$ cat config.mk
export PLATFORM = sky130hd
export DESIGN_NAME = rvCore
export DESIGN_NICKNAME = d
export VERILOG_FILES = /design/src/rvPipePkg.sv /design/src/rvCtrlIf.sv /design/src/rvAlu.sv /design/src/rvBranchPredictor.sv /design/src/rvControlDecoder.sv /design/src/rvCore.sv /design/src/rvDatapath.sv /design/src/rvRegFile.sv
export SDC_FILE = /design/constraint.sdc
export NUM_CORES = 2
export LEC_CHECK = 0
export ABC_CLOCK_PERIOD_IN_PS = 14650
export BUFFER_PORTS_ARGS = -buffer_cell sky130_fd_sc_hd__clkbuf_2
export CAP_MARGIN = 20
export CORE_UTILIZATION = 40
export CTS_CLUSTER_DIAMETER = 80
export DETAILED_ROUTE_END_ITERATION = 6
export PLACE_DENSITY_LB_ADDON = 0.1
export SKIP_CTS_REPAIR_TIMING = 1
export SYNTH_ARGS = -nofsm -noshare
export SYNTH_HDL_FRONTEND = slang
export SYNTH_HIERARCHICAL = 1
export SYNTH_SLANG_ARGS = --single-unit
$ cat constraint.sdc
create_clock -name clk -period 14.65 [get_ports clk]
set_clock_uncertainty 0.15 [all_clocks]
set_input_delay 0.7325 -clock clk [delete_from_list [all_inputs] [get_ports clk]]
set_output_delay 0.7325 -clock clk [all_outputs]
set_load 0.02 [all_outputs]
$ cat src/rvPipePkg.sv
package rvPipePkg;

    // Major opcodes of the supported subset
    localparam logic [6:0] opR      = 7'b0110011;
    localparam logic [6:0] opI      = 7'b0010011;
    localparam logic [6:0] opLoad   = 7'b0000011;
    localparam logic [6:0] opStore  = 7'b0100011;
    localparam logic [6:0] opBranch = 7'b1100011;
    localparam logic [6:0] opJal    = 7'b1101111;
    localparam logic [6:0] opLui    = 7'b0110111;

    typedef enum logic [2:0] {
        aluAdd = 3'b000,
        aluSub = 3'b001,
        aluAnd = 3'b010,
        aluOr  = 3'b011,
        aluSlt = 3'b101
    } aluCtrlE;

    typedef enum logic [2:0] {immI, immS, immB, immJ, immU} immSrcE;

    typedef enum logic [1:0] {fwdReg = 2'b00, fwdWb = 2'b01, fwdMem = 2'b10} fwdSelE;

    typedef enum logic [1:0] {resAlu, resMem, resPc4, resImm} resultSrcE;

    // One instruction word, seen as register fields or as immediate fields
    typedef union packed {
        struct packed {
            logic [6:0] funct7;
            logic [4:0] rs2;
            logic [4:0] rs1;
            logic [2:0] funct3;
            logic [4:0] rd;
            logic [6:0] opcode;
        } regView;
        struct packed {
            logic [11:0] imm31_20;
            logic [4:0]  rs1;
            logic [2:0]  funct3;
            logic [4:0]  imm11_7;
            logic [6:0]  opcode;
        } immView;
    } instrU;

endpackage

$ cat src/rvCtrlIf.sv
`timescale 1ns/1ps

interface rvCtrlIf import rvPipePkg::*; ();
    // Control from the decoder
    logic               regWriteW;
    immSrcE             immSrcD;
    logic               aluSrcE;
    rvPipePkg::aluCtrlE aluCtrlE;
    resultSrcE          resultSrcM, resultSrcW;
    fwdSelE             fwdAE, fwdBE;
    logic               stallF, stallD, flushD, flushE;
    logic               memWriteM;

    // Status from the datapath
    instrU              instrD;
    logic [4:0]         rs1E, rs2E, rdE, rdM, rdW;
    logic               mispredictE;

    modport decoder (
        input  instrD, rs1E, rs2E, rdE, rdM, rdW, mispredictE,
        output regWriteW, immSrcD, aluSrcE, aluCtrlE, resultSrcM, resultSrcW,
        output fwdAE, fwdBE, stallF, stallD, flushD, flushE, memWriteM
    );

    modport datapath (
        input  regWriteW, immSrcD, aluSrcE, aluCtrlE, resultSrcM, resultSrcW,
        input  fwdAE, fwdBE, stallF, stallD, flushD, flushE,
        output instrD, rs1E, rs2E, rdE, rdM, rdW, mispredictE
    );
endinterface

$ cat src/rvAlu.sv
`timescale 1ns/1ps

module rvAlu import rvPipePkg::*; (
    input  logic [31:0] a_i,
    input  logic [31:0] b_i,
    input  aluCtrlE     aluCtrl_i,
    output logic [31:0] result_o,
    output logic        zero_o
);
    logic [31:0] diff;

    assign diff = a_i - b_i;

    always_comb begin
        case (aluCtrl_i)
            aluAdd:  result_o = a_i + b_i;
            aluSub:  result_o = diff;
            aluAnd:  result_o = a_i & b_i;
            aluOr:   result_o = a_i | b_i;
            aluSlt:  result_o = {31'd0, $signed(a_i) < $signed(b_i)};
            default: result_o = 32'd0;
        endcase
    end

    // Branches subtract, so zero means equal operands
    assign zero_o = (result_o == 32'd0);

endmodule

$ cat src/rvBranchPredictor.sv
`timescale 1ns/1ps

module rvBranchPredictor #(
    parameter int PHT_BITS = 5
) (
    input  logic                clk,
    input  logic                reset,
    input  logic [31:0]         pc_i,
    output logic                predTaken_o,
    output logic [31:0]         predTarget_o,
    output logic [PHT_BITS-1:0] phtIdx_o,
    input  logic                updEn_i,
    input  logic                updTaken_i,
    input  logic [PHT_BITS-1:0] updIdx_i,
    input  logic                btbWe_i,
    input  logic [31:0]         btbPc_i,
    input  logic [31:0]         btbTarget_i,
    input  logic                mispredict_i
);
    localparam int ENTRIES  = 1 << PHT_BITS;
    localparam int TAG_BITS = 30 - PHT_BITS;

    logic [1:0]          pht [ENTRIES];       // 2-bit saturating counters
    logic [PHT_BITS-1:0] ghr;
    logic [ENTRIES-1:0]  btbValid;
    logic [TAG_BITS-1:0] btbTag [ENTRIES];
    logic [31:0]         btbTarget [ENTRIES];
    logic [PHT_BITS-1:0] fetchSlot, updSlot, ghrAtPredict;
    logic                btbHit;

    assign fetchSlot    = pc_i[PHT_BITS+1:2];
    assign updSlot      = btbPc_i[PHT_BITS+1:2];
    assign phtIdx_o     = fetchSlot ^ ghr;      // gshare index
    assign btbHit       = btbValid[fetchSlot] && btbTag[fetchSlot] == pc_i[31:PHT_BITS+2];
    assign predTaken_o  = pht[phtIdx_o][1] && btbHit;
    assign predTarget_o = btbTarget[fetchSlot];

    // History seen by the branch at fetch, undone from its carried index
    assign ghrAtPredict = updIdx_i ^ updSlot;

    always_ff @(posedge clk) begin
        if (reset) begin
            ghr <= '0;
            for (int i = 0; i < ENTRIES; i++)
                pht[i] <= 2'b01;                // Weakly not taken
        end else if (updEn_i) begin
            if (mispredict_i)
                ghr <= {ghrAtPredict[PHT_BITS-2:0], updTaken_i};
            else
                ghr <= {ghr[PHT_BITS-2:0], updTaken_i};
            if (updTaken_i && pht[updIdx_i] != 2'b11)
                pht[updIdx_i] <= pht[updIdx_i] + 2'd1;
            else if (!updTaken_i && pht[updIdx_i] != 2'b00)
                pht[updIdx_i] <= pht[updIdx_i] - 2'd1;
        end
    end

    always_ff @(posedge clk) begin
        if (reset)
            btbValid <= '0;
        else if (btbWe_i)
            btbValid[updSlot] <= 1'b1;
    end

    // Tag is the full upper PC, so a hit always carries the right target
    always_ff @(posedge clk) begin
        if (btbWe_i) begin
            btbTag[updSlot]    <= btbPc_i[31:PHT_BITS+2];
            btbTarget[updSlot] <= btbTarget_i;
        end
    end

endmodule

$ cat src/rvControlDecoder.sv
`timescale 1ns/1ps

module rvControlDecoder import rvPipePkg::*; (
    input logic      clk,
    input logic      reset,
    rvCtrlIf.decoder ctrl
);
    logic      regWriteD, memWriteD, aluSrcD, isSubD;
    aluCtrlE   aluOpD, aluCtrlD;
    resultSrcE resultSelD, resultSelE;
    logic      regWriteE, memWriteE, regWriteM, loadUse;

    // Youngest writer wins, x0 is never forwarded
    function automatic fwdSelE pickFwd(input logic [4:0] rs);
        if (regWriteM && ctrl.rdM != 5'd0 && ctrl.rdM == rs)
            return fwdMem;
        else if (ctrl.regWriteW && ctrl.rdW != 5'd0 && ctrl.rdW == rs)
            return fwdWb;
        return fwdReg;
    endfunction

    // ALU decoder
    assign isSubD = ctrl.instrD.regView.opcode == opR && ctrl.instrD.regView.funct7[5];

    always_comb begin
        case (ctrl.instrD.regView.funct3)
            3'b010:  aluOpD = aluSlt;
            3'b110:  aluOpD = aluOr;
            3'b111:  aluOpD = aluAnd;
            default: aluOpD = isSubD ? aluSub : aluAdd;
        endcase
    end

    // Main decoder
    always_comb begin
        regWriteD    = 1'b0;
        memWriteD    = 1'b0;
        aluSrcD      = 1'b0;
        aluCtrlD     = aluAdd;
        resultSelD   = resAlu;
        ctrl.immSrcD = immI;
        case (ctrl.instrD.regView.opcode)
            opR: begin
                regWriteD = 1'b1;
                aluCtrlD  = aluOpD;
            end
            opI: begin
                regWriteD = 1'b1;
                aluSrcD   = 1'b1;
                aluCtrlD  = aluOpD;
            end
            opLoad: begin
                regWriteD  = 1'b1;
                aluSrcD    = 1'b1;
                resultSelD = resMem;
            end
            opStore: begin
                memWriteD    = 1'b1;
                aluSrcD      = 1'b1;
                ctrl.immSrcD = immS;
            end
            opBranch: begin
                aluCtrlD     = aluSub;          // Zero flag gives equality
                ctrl.immSrcD = immB;
            end
            opJal: begin
                regWriteD    = 1'b1;
                resultSelD   = resPc4;          // Link value
                ctrl.immSrcD = immJ;
            end
            opLui: begin
                regWriteD    = 1'b1;
                resultSelD   = resImm;
                ctrl.immSrcD = immU;
            end
            default: ;                          // Bubble, nothing written
        endcase
    end

    // Decode to execute, a flush leaves a bubble
    always_ff @(posedge clk) begin
        if (reset || ctrl.flushE) begin
            regWriteE     <= 1'b0;
            memWriteE     <= 1'b0;
            resultSelE    <= resAlu;
            ctrl.aluSrcE  <= 1'b0;
            ctrl.aluCtrlE <= aluAdd;
        end else begin
            regWriteE     <= regWriteD;
            memWriteE     <= memWriteD;
            resultSelE    <= resultSelD;
            ctrl.aluSrcE  <= aluSrcD;
            ctrl.aluCtrlE <= aluCtrlD;
        end
    end

    always_ff @(posedge clk) begin
        if (reset) begin
            regWriteM       <= 1'b0;
            ctrl.memWriteM  <= 1'b0;
            ctrl.resultSrcM <= resAlu;
            ctrl.regWriteW  <= 1'b0;
            ctrl.resultSrcW <= resAlu;
        end else begin
            regWriteM       <= regWriteE;
            ctrl.memWriteM  <= memWriteE;
            ctrl.resultSrcM <= resultSelE;
            ctrl.regWriteW  <= regWriteM;
            ctrl.resultSrcW <= ctrl.resultSrcM;
        end
    end

    // Hazard unit
    assign loadUse = resultSelE == resMem && ctrl.rdE != 5'd0 &&
                     (ctrl.rdE == ctrl.instrD.regView.rs1 ||
                      ctrl.rdE == ctrl.instrD.regView.rs2);

    always_comb begin
        ctrl.fwdAE = pickFwd(ctrl.rs1E);
        ctrl.fwdBE = pickFwd(ctrl.rs2E);
    end

    assign ctrl.stallF = loadUse;
    assign ctrl.stallD = loadUse;
    assign ctrl.flushD = ctrl.mispredictE;
    assign ctrl.flushE = ctrl.mispredictE || loadUse;

endmodule

$ cat src/rvCore.sv
`timescale 1ns/1ps

module rvCore #(
    parameter int          PHT_BITS = 5,
    parameter logic [31:0] START_PC = 32'h0
) (
    input  logic        clk,
    input  logic        reset,
    output logic [31:0] imemAddr_o,
    input  logic [31:0] imemData_i,
    output logic [31:0] dmemAddr_o,
    output logic [31:0] dmemWData_o,
    input  logic [31:0] dmemRData_i,
    output logic        dmemWe_o
);
    rvCtrlIf ctrl ();

    rvControlDecoder ctrlDecoder (
        .clk   (clk),
        .reset (reset),
        .ctrl  (ctrl.decoder)
    );

    rvDatapath #(
        .PHT_BITS (PHT_BITS),
        .START_PC (START_PC)
    ) dataPath (
        .clk         (clk),
        .reset       (reset),
        .ctrl        (ctrl.datapath),
        .imemAddr_o  (imemAddr_o),
        .imemData_i  (imemData_i),
        .dmemAddr_o  (dmemAddr_o),
        .dmemWData_o (dmemWData_o),
        .dmemRData_i (dmemRData_i)
    );

    assign dmemWe_o = ctrl.memWriteM;   // Store in memory stage

endmodule

$ cat src/rvDatapath.sv
`timescale 1ns/1ps

module rvDatapath import rvPipePkg::*; #(
    parameter int          PHT_BITS = 5,
    parameter logic [31:0] START_PC = 32'h0
) (
    input  logic        clk,
    input  logic        reset,
    rvCtrlIf.datapath   ctrl,
    output logic [31:0] imemAddr_o,
    input  logic [31:0] imemData_i,
    output logic [31:0] dmemAddr_o,
    output logic [31:0] dmemWData_o,
    input  logic [31:0] dmemRData_i
);
    logic [31:0]         pcF, pcPlus4F, pcNextF, predTargetF;
    logic                predTakenF;
    logic [PHT_BITS-1:0] phtIdxF;

    instrU               instrD;
    logic [31:0]         pcD, pcPlus4D, rd1D, rd2D, immD;
    logic [11:0]         immHiD;
    logic [7:0]          immMidD;
    logic [4:0]          immLoD;
    logic                predTakenD;
    logic [PHT_BITS-1:0] phtIdxD;

    logic [31:0]         rd1E, rd2E, pcE, pcPlus4E, immE;
    logic [31:0]         srcAE, srcBE, writeDataE, aluResultE, targetE, redirectE;
    logic [6:0]          opE;
    logic [2:0]          funct3E;
    logic                predTakenE, zeroE, takenE, isCtrlE;
    logic [PHT_BITS-1:0] phtIdxE;

    logic [31:0]         aluResultM, writeDataM, pcPlus4M, immM, fwdDataM;
    logic [31:0]         aluResultW, readDataW, pcPlus4W, immW, resultW;

    function automatic logic [31:0] fwdMux(input fwdSelE sel, input logic [31:0] regVal);
        case (sel)
            fwdMem:  return fwdDataM;
            fwdWb:   return resultW;
            default: return regVal;
        endcase
    endfunction

    // Fetch
    rvBranchPredictor #(.PHT_BITS(PHT_BITS)) predictor (
        .clk          (clk),
        .reset        (reset),
        .pc_i         (pcF),
        .predTaken_o  (predTakenF),
        .predTarget_o (predTargetF),
        .phtIdx_o     (phtIdxF),
        .updEn_i      (isCtrlE),
        .updTaken_i   (takenE),
        .updIdx_i     (phtIdxE),
        .btbWe_i      (takenE),
        .btbPc_i      (pcE),
        .btbTarget_i  (targetE),
        .mispredict_i (ctrl.mispredictE)
    );

    assign pcPlus4F   = pcF + 32'd4;
    assign imemAddr_o = pcF;

    always_comb begin
        if (ctrl.mispredictE)
            pcNextF = redirectE;                // Execute overrides the guess
        else if (predTakenF)
            pcNextF = predTargetF;
        else
            pcNextF = pcPlus4F;
    end

    always_ff @(posedge clk) begin
        if (reset)
            pcF <= START_PC;
        else if (!ctrl.stallF)
            pcF <= pcNextF;
    end

    always_ff @(posedge clk) begin
        if (reset || ctrl.flushD) begin
            instrD     <= '0;
            predTakenD <= 1'b0;
        end else if (!ctrl.stallD) begin
            instrD     <= imemData_i;
            predTakenD <= predTakenF;
        end
    end

    always_ff @(posedge clk) begin
        if (!ctrl.stallD) begin
            pcD      <= pcF;
            pcPlus4D <= pcPlus4F;
            phtIdxD  <= phtIdxF;
        end
    end

    // Decode
    assign ctrl.instrD = instrD;
    assign immHiD  = instrD.immView.imm31_20;
    assign immMidD = {instrD.immView.rs1, instrD.immView.funct3};
    assign immLoD  = instrD.immView.imm11_7;

    rvRegFile regFile (
        .clk   (clk),
        .a1_i  (instrD.regView.rs1),
        .a2_i  (instrD.regView.rs2),
        .a3_i  (ctrl.rdW),
        .we3_i (ctrl.regWriteW),
        .wd3_i (resultW),
        .rd1_o (rd1D),
        .rd2_o (rd2D)
    );

    always_comb begin
        case (ctrl.immSrcD)
            immS:    immD = {{20{immHiD[11]}}, immHiD[11:5], immLoD};
            immB:    immD = {{20{immHiD[11]}}, immLoD[0], immHiD[10:5], immLoD[4:1], 1'b0};
            immJ:    immD = {{12{immHiD[11]}}, immMidD, immHiD[0], immHiD[10:1], 1'b0};
            immU:    immD = {immHiD, immMidD, 12'd0};
            default: immD = {{20{immHiD[11]}}, immHiD};
        endcase
    end

    always_ff @(posedge clk) begin
        if (reset || ctrl.flushE) begin
            opE        <= 7'd0;
            predTakenE <= 1'b0;
            ctrl.rs1E  <= 5'd0;
            ctrl.rs2E  <= 5'd0;
            ctrl.rdE   <= 5'd0;
        end else begin
            opE        <= instrD.regView.opcode;
            predTakenE <= predTakenD;
            ctrl.rs1E  <= instrD.regView.rs1;
            ctrl.rs2E  <= instrD.regView.rs2;
            ctrl.rdE   <= instrD.regView.rd;
        end
    end

    always_ff @(posedge clk) begin
        rd1E     <= rd1D;
        rd2E     <= rd2D;
        pcE      <= pcD;
        pcPlus4E <= pcPlus4D;
        immE     <= immD;
        funct3E  <= instrD.regView.funct3;
        phtIdxE  <= phtIdxD;
    end

    // Execute
    always_comb begin
        srcAE      = fwdMux(ctrl.fwdAE, rd1E);
        writeDataE = fwdMux(ctrl.fwdBE, rd2E);
        srcBE      = ctrl.aluSrcE ? immE : writeDataE;
    end

    rvAlu alu (
        .a_i       (srcAE),
        .b_i       (srcBE),
        .aluCtrl_i (ctrl.aluCtrlE),
        .result_o  (aluResultE),
        .zero_o    (zeroE)
    );

    always_comb begin
        case (opE)
            opBranch: takenE = funct3E[0] ? !zeroE : zeroE;   // bne or beq
            opJal:    takenE = 1'b1;
            default:  takenE = 1'b0;
        endcase
    end

    assign isCtrlE          = opE == opBranch || opE == opJal;
    assign targetE          = pcE + immE;
    assign redirectE        = takenE ? targetE : pcPlus4E;
    assign ctrl.mispredictE = takenE != predTakenE;

    // Memory
    always_ff @(posedge clk) begin
        if (reset) begin
            ctrl.rdM <= 5'd0;
            ctrl.rdW <= 5'd0;
        end else begin
            ctrl.rdM <= ctrl.rdE;
            ctrl.rdW <= ctrl.rdM;
        end
    end

    always_ff @(posedge clk) begin
        aluResultM <= aluResultE;
        writeDataM <= writeDataE;
        pcPlus4M   <= pcPlus4E;
        immM       <= immE;
        aluResultW <= aluResultM;
        readDataW  <= dmemRData_i;
        pcPlus4W   <= pcPlus4M;
        immW       <= immM;
    end

    assign dmemAddr_o  = aluResultM;
    assign dmemWData_o = writeDataM;

    // Loads never forward from here, the stall covers them
    always_comb begin
        case (ctrl.resultSrcM)
            resPc4:  fwdDataM = pcPlus4M;
            resImm:  fwdDataM = immM;
            default: fwdDataM = aluResultM;
        endcase
    end

    // Writeback result select
    always_comb begin
        case (ctrl.resultSrcW)
            resMem:  resultW = readDataW;
            resPc4:  resultW = pcPlus4W;
            resImm:  resultW = immW;
            default: resultW = aluResultW;
        endcase
    end

endmodule

$ cat src/rvRegFile.sv
`timescale 1ns/1ps

module rvRegFile (
    input  logic        clk,
    input  logic [4:0]  a1_i,
    input  logic [4:0]  a2_i,
    input  logic [4:0]  a3_i,
    input  logic        we3_i,
    input  logic [31:0] wd3_i,
    output logic [31:0] rd1_o,
    output logic [31:0] rd2_o
);
    logic [31:0] regs [32];

    // Written mid-cycle so decode sees the value in the same cycle
    always_ff @(negedge clk) begin
        if (we3_i && a3_i != 5'd0)
            regs[a3_i] <= wd3_i;
    end

    assign rd1_o = (a1_i == 5'd0) ? 32'd0 : regs[a1_i];   // x0 hardwired
    assign rd2_o = (a2_i == 5'd0) ? 32'd0 : regs[a2_i];

endmodule

Word-level counts from Yosys, hierarchy flattened
Memory sizes are Yosys's and may differ from the RTL's. A register that Yosys moved wholly into a read port is not among the register bits.
Index checks and enable logic that the tools add are counted.
{"block": "totals", "regBits": 577, "ramBits": 2912, "inputBits": 66, "output_inout_bits": 97, "wordCells": 188, "n_memories": 4}
{"block": "op_classes", "n_addsub": 6, "order_cmp": 4, "n_eq_ne": 39, "muxes": 58, "bitwise": 6, "reduce_logical": 33}
{"name": "dataPath.predictor.btbTarget", "words": 32, "word_bits": 32, "read_ports": 1, "rd_ports_with_merged_regs": 1, "write_ports": 1, "line": "rvBranchPredictor.sv:27", "source": "logic [31:0] btbTarget [ENTRIES];"}
{"name": "dataPath.regFile.regs", "words": 32, "word_bits": 32, "read_ports": 2, "rd_ports_with_merged_regs": 2, "write_ports": 1, "line": "rvRegFile.sv:13", "source": "logic [31:0] regs [32];"}
{"name": "dataPath.predictor.btbTag", "words": 32, "word_bits": 25, "read_ports": 1, "rd_ports_with_merged_regs": 1, "write_ports": 1, "line": "rvBranchPredictor.sv:26", "source": "logic [TAG_BITS-1:0] btbTag [ENTRIES];"}
{"name": "dataPath.predictor.pht", "words": 32, "word_bits": 2, "read_ports": 2, "rd_ports_with_merged_regs": 1, "write_ports": 32, "line": "rvBranchPredictor.sv:23", "source": "logic [1:0] pht [ENTRIES];"}
{"op": "32-bit one-hot mux with 2 select lines", "count": 3}
{"op": "32-bit one-hot mux with 5 select lines", "count": 1}
{"op": "32-bit 2-to-1 mux", "count": 4}
{"op": "31-bit one-hot mux with 4 select lines", "count": 1}
{"op": "32-bit one-hot mux with 3 select lines", "count": 1}
{"op": "32-bit adder", "count": 2}
{"op": "32-bit bitwise OR", "count": 2}
{"op": "32-bit by 3-bit adder with 32-bit output, second input constant", "count": 1}
{"op": "32-bit AND", "count": 1}
{"op": "32-bit logical NOT", "count": 1}
{"op": "32-bit less-than comparator", "count": 1}
{"op": "32-bit subtractor", "count": 1}
{"op": "5-bit equality test", "count": 6}
{"op": "5-bit 2-to-1 mux", "count": 6}
{"op": "7-bit equality test, second input constant", "count": 4}
{"op": "1-bit 2-to-1 mux", "count": 27}
{"op": "25-bit equality test", "count": 1}
{"op": "7-bit by 6-bit equality test with 1-bit output, second input constant", "count": 3}
{"op": "2-bit 2-to-1 mux", "count": 8}
{"op": "3-bit by 2-bit equality test with 1-bit output, second input constant", "count": 5}
{"op": "5-bit nonzero test", "count": 3}
{"op": "1-bit logical AND", "count": 14}
{"op": "2-bit equality test, second input constant", "count": 6}
{"op": "3-bit equality test, second input constant", "count": 4}
{"op": "28 further kinds", "count": 40}

Longest topological paths before layout
{"block": "depth", "word_depth": 25, "mapped_depth": 36, "mapped_depth_nobuf": 32}

Hierarchy
Netlist, hierarchy kept.
{"module": "rvBranchPredictor", "n_inst": 1, "cells_per_inst": 3326, "area_per_inst_um2": 74729.2, "seq_area_each_um2": 57435.1}
{"module": "rvRegFile", "n_inst": 1, "cells_per_inst": 2281, "area_per_inst_um2": 46997.6, "seq_area_each_um2": 30749.5}
{"module": "rvDatapath", "n_inst": 1, "cells_per_inst": 1816, "area_per_inst_um2": 20525.9, "seq_area_each_um2": 12381.9}
{"module": "rvAlu", "n_inst": 1, "cells_per_inst": 821, "area_per_inst_um2": 5397.7, "seq_area_each_um2": 0.0}
{"module": "rvControlDecoder", "n_inst": 1, "cells_per_inst": 117, "area_per_inst_um2": 1008.5, "seq_area_each_um2": 300.3}

==> results.ini <==
[critical_path]
crit_path_end_kind = flip-flop
rr_worst_depth = 31
cp-startpoint = dataPath/ctrl.rdW[4]$_SDFF_PP0_
r2r-start = dataPath/ctrl.rdW[4]$_SDFF_PP0_
cpMaxStageDelayCell = nor2_4
worstPathRequired_ns = 15.05
cpPeakStageDelay_ns = 1.01
timing.rr.end = dataPath/predictor/btbTarget[31][30]$_DFFE_PP_
crit_type = reg2reg
crit_family = simple AND/OR/NAND/NOR gates
crit_buf_inv = 6
r2r_slack_ns = 1.61
start_kind = flip-flop
cp.arrival_ns = 13.44
crit_path_max_fanout = 54

[floorplanning]
ios = 163
fp.dieW_um = 612
start_util = 0.402
die-area_um2 = 374000
rows = 223
die_y_um = 612
core_um2 = 369000

[route]
vias = 87800
drt_drc_violations_left = 2
drt-initial-drc-count = 8757
top_layer = met5
postRouteAntennaNets = 0
firstDrtPassIters = 7
via_per_inst = 5.83
wl_per_cell_um = 32.9
wl_met2_um = 244000
wirelength_um = 496000
met3WireLength_um = 28000
drt-met1-wl_um = 201000

[pwr]
p_comb_frac = 0.109
p_clk_frac = 0.430
swShare = 0.275
p_int_w = 0.0187
power_frac_seq = 0.461
power_density_nw_per_um2 = 148
peakVddDrop_mv = 0.109
p_leak_nw = 60.6
p_sw_w = 0.00709

[placement]
place_area_um2 = 156000
portBuffers = 162
gp_congestion = 0.870
dpl.hpwl_um = 310000

[grt]
grt_usage = 0.261
first_global_vias = 90200
antenna_found_initial = 38
grt_max_degree = 118
grt_pass1_wl_um = 689000
gr-total-overflow = 0

[timing]
setup_viol = 0
period_minus_slack_ns = 13.04
rsz0062_at_grt = no
tightest_slew_ns = 1.30
fmax_mhz = 76.7
drv_slew = 0
period_share = 0.890
relSlewSlack = 0.132
fin_tns_setup_ns = 0
hold_viol_final = 0

[run]
maxCapViolations = 0

[clocking]
numClockSinks = 3549
cts_made_buffers = 389
cts_tree = yes
clkLatencyLatePin_ns = 0.98
cts_max_level = 5
clk_pin_slew_ns = 0.06
cts_root_buffer = clkbuf_16
clk_path_buf_depth = 4

[layout]
nets = 9980
syn2layout_area_growth_pct = 17.1
n_fill_cell = 32100
final_common_cell = edfxtp_1
stdcell_area_um2 = 174000
drive_gt1_frac = 0.235
layout_common_cells = 2,979 x edfxtp_1, 1,171 x inv_1, 1,041 x mux4_2, 535 x dfxtp_1, 403 x clkbuf_16

[yosys]
yosys_warnings = 6
synth.cell_area_um2 = 149000
synthCells = 8360
syn-mean-instance-area_um2 = 17.8

[outcome]
violations = DRC
status = finished with violations

[worst_hold_path]
hold_class = in2reg
min_from = reset
min_to = dataPath/predictor/btbValid[8]$_SDFFE_PP0P_
whs_path_depth = 2

## worst max-delay path by stage
| stage | end | slack [ns] | depth (start not counted) |
|---|---|---|---|
| final | dataPath/predictor/btbTarget[31][30]$_DFFE_PP_ | 1.61 | 31 |
| after global routing | dataPath/predictor/btbTarget[29][26]$_DFFE_PP_ | 0.89 | 31 |
| after CTS | dataPath/predictor/btbTarget[29][26]$_DFFE_PP_ | 1.65 | 31 |
| after detailed placement | dataPath/predictor/btbTarget[29][30]$_DFFE_PP_ | 1.74 | 31 |
| after global placement | dataPath/predictor/btbTarget[30][28]$_DFFE_PP_ | 1.67 | 33 |
| after floorplan | dataPath/predictor/btbTag[12][0]$_DFFE_PP_ | 3.44 | 32 |
## state kept, by name, indices dropped and copies added (netlist names), 32 cells and up
signal                        flops
dataPath/immW                    32
dataPath/pcPlus4M                32
dataPath/predictor/pht           64
dataPath/immE                    32
dataPath/aluResultW              32
dataPath/readDataW               32
dataPath/predictor/btbTag       800
dataPath/pcPlus4W                32
dataPath/ctrl.instrD             32
dataPath/imemAddr_o              32
dataPath/immM                    32
dataPath/dmemWData_o             32
dataPath/predictor/btbTarget   1024
dataPath/rd2E                    32
dataPath/rd1E                    32
dataPath/predictor/btbValid      32
dataPath/pcD                     32
dataPath/pcPlus4E                32
dataPath/regFile/regs          1024
dataPath/dmemAddr_o              32
## power groups by stage
stage                     clock network (W)  registers [W]  logic, W
after floorplan                    0.000413         0.0119   0.00168
after global placement             0.000413         0.0121   0.00278
after detailed placement           0.000413         0.0121   0.00280
after CTS                            0.0113         0.0119   0.00281
after global routing                 0.0119         0.0119   0.00299
final                                0.0111         0.0119   0.00282
## worst register-to-register path: cells and delay by family (launching register included)
kind / cells / cell delay [ns]
and+or+nand+nor: 13 / 6.06
buffers and inverters: 6 / 2.11
AOI/OAI and AO/OA: 7 / 2.02
adders and majority gates: 3 / 1.12
DFF: 1 / 0.54
muxes: 1 / 0.34
xor gates and xnor gates: 1 / 0.20
## metal layers
metal / vias to the layer above / GRT usage
li1: 36800 / -
met2: 3414 / 0.438
met1: 46800 / 0.340
met5: - / 0
met4: 8 / 0.113
met3: 767 / 0.0376
## metrics by stage
step / hold WS, ns / cells / utilization / power [W] / setup WS (ns)
CTS: -0.366 / 15000 / 0.469 / 0.0260 / 1.65
global route: 0.0692 / 15100 / 0.471 / 0.0267 / 0.892
finish: 0.104 / 15100 / 0.471 / 0.0258 / 1.61
floorplan: 0.173 / 8391 / - / 0.0140 / 3.44
detailed placement: 0.177 / 13200 / 0.424 / 0.0153 / 1.74
global placement: 0.174 / 13200 / 0.423 / 0.0153 / 1.67
## layout make-up
cell class | count | area [µm²] | share of cell area
diodes | 32 | 80.1 | 0.000460
clock buffers | 486 | 10700 | 0.0612
clock inverters | 1254 | 6180 | 0.0355
inverters | 144 | 551 | 0.00316
multi-input cells | 4167 | 45700 | 0.263
flip-flops and latches | 3549 | 101000 | 0.580
well taps | 4950 | 6190 | 0.0356
repair buffers | 492 | 3760 | 0.0216
Power figures use the tool's default switching activity.
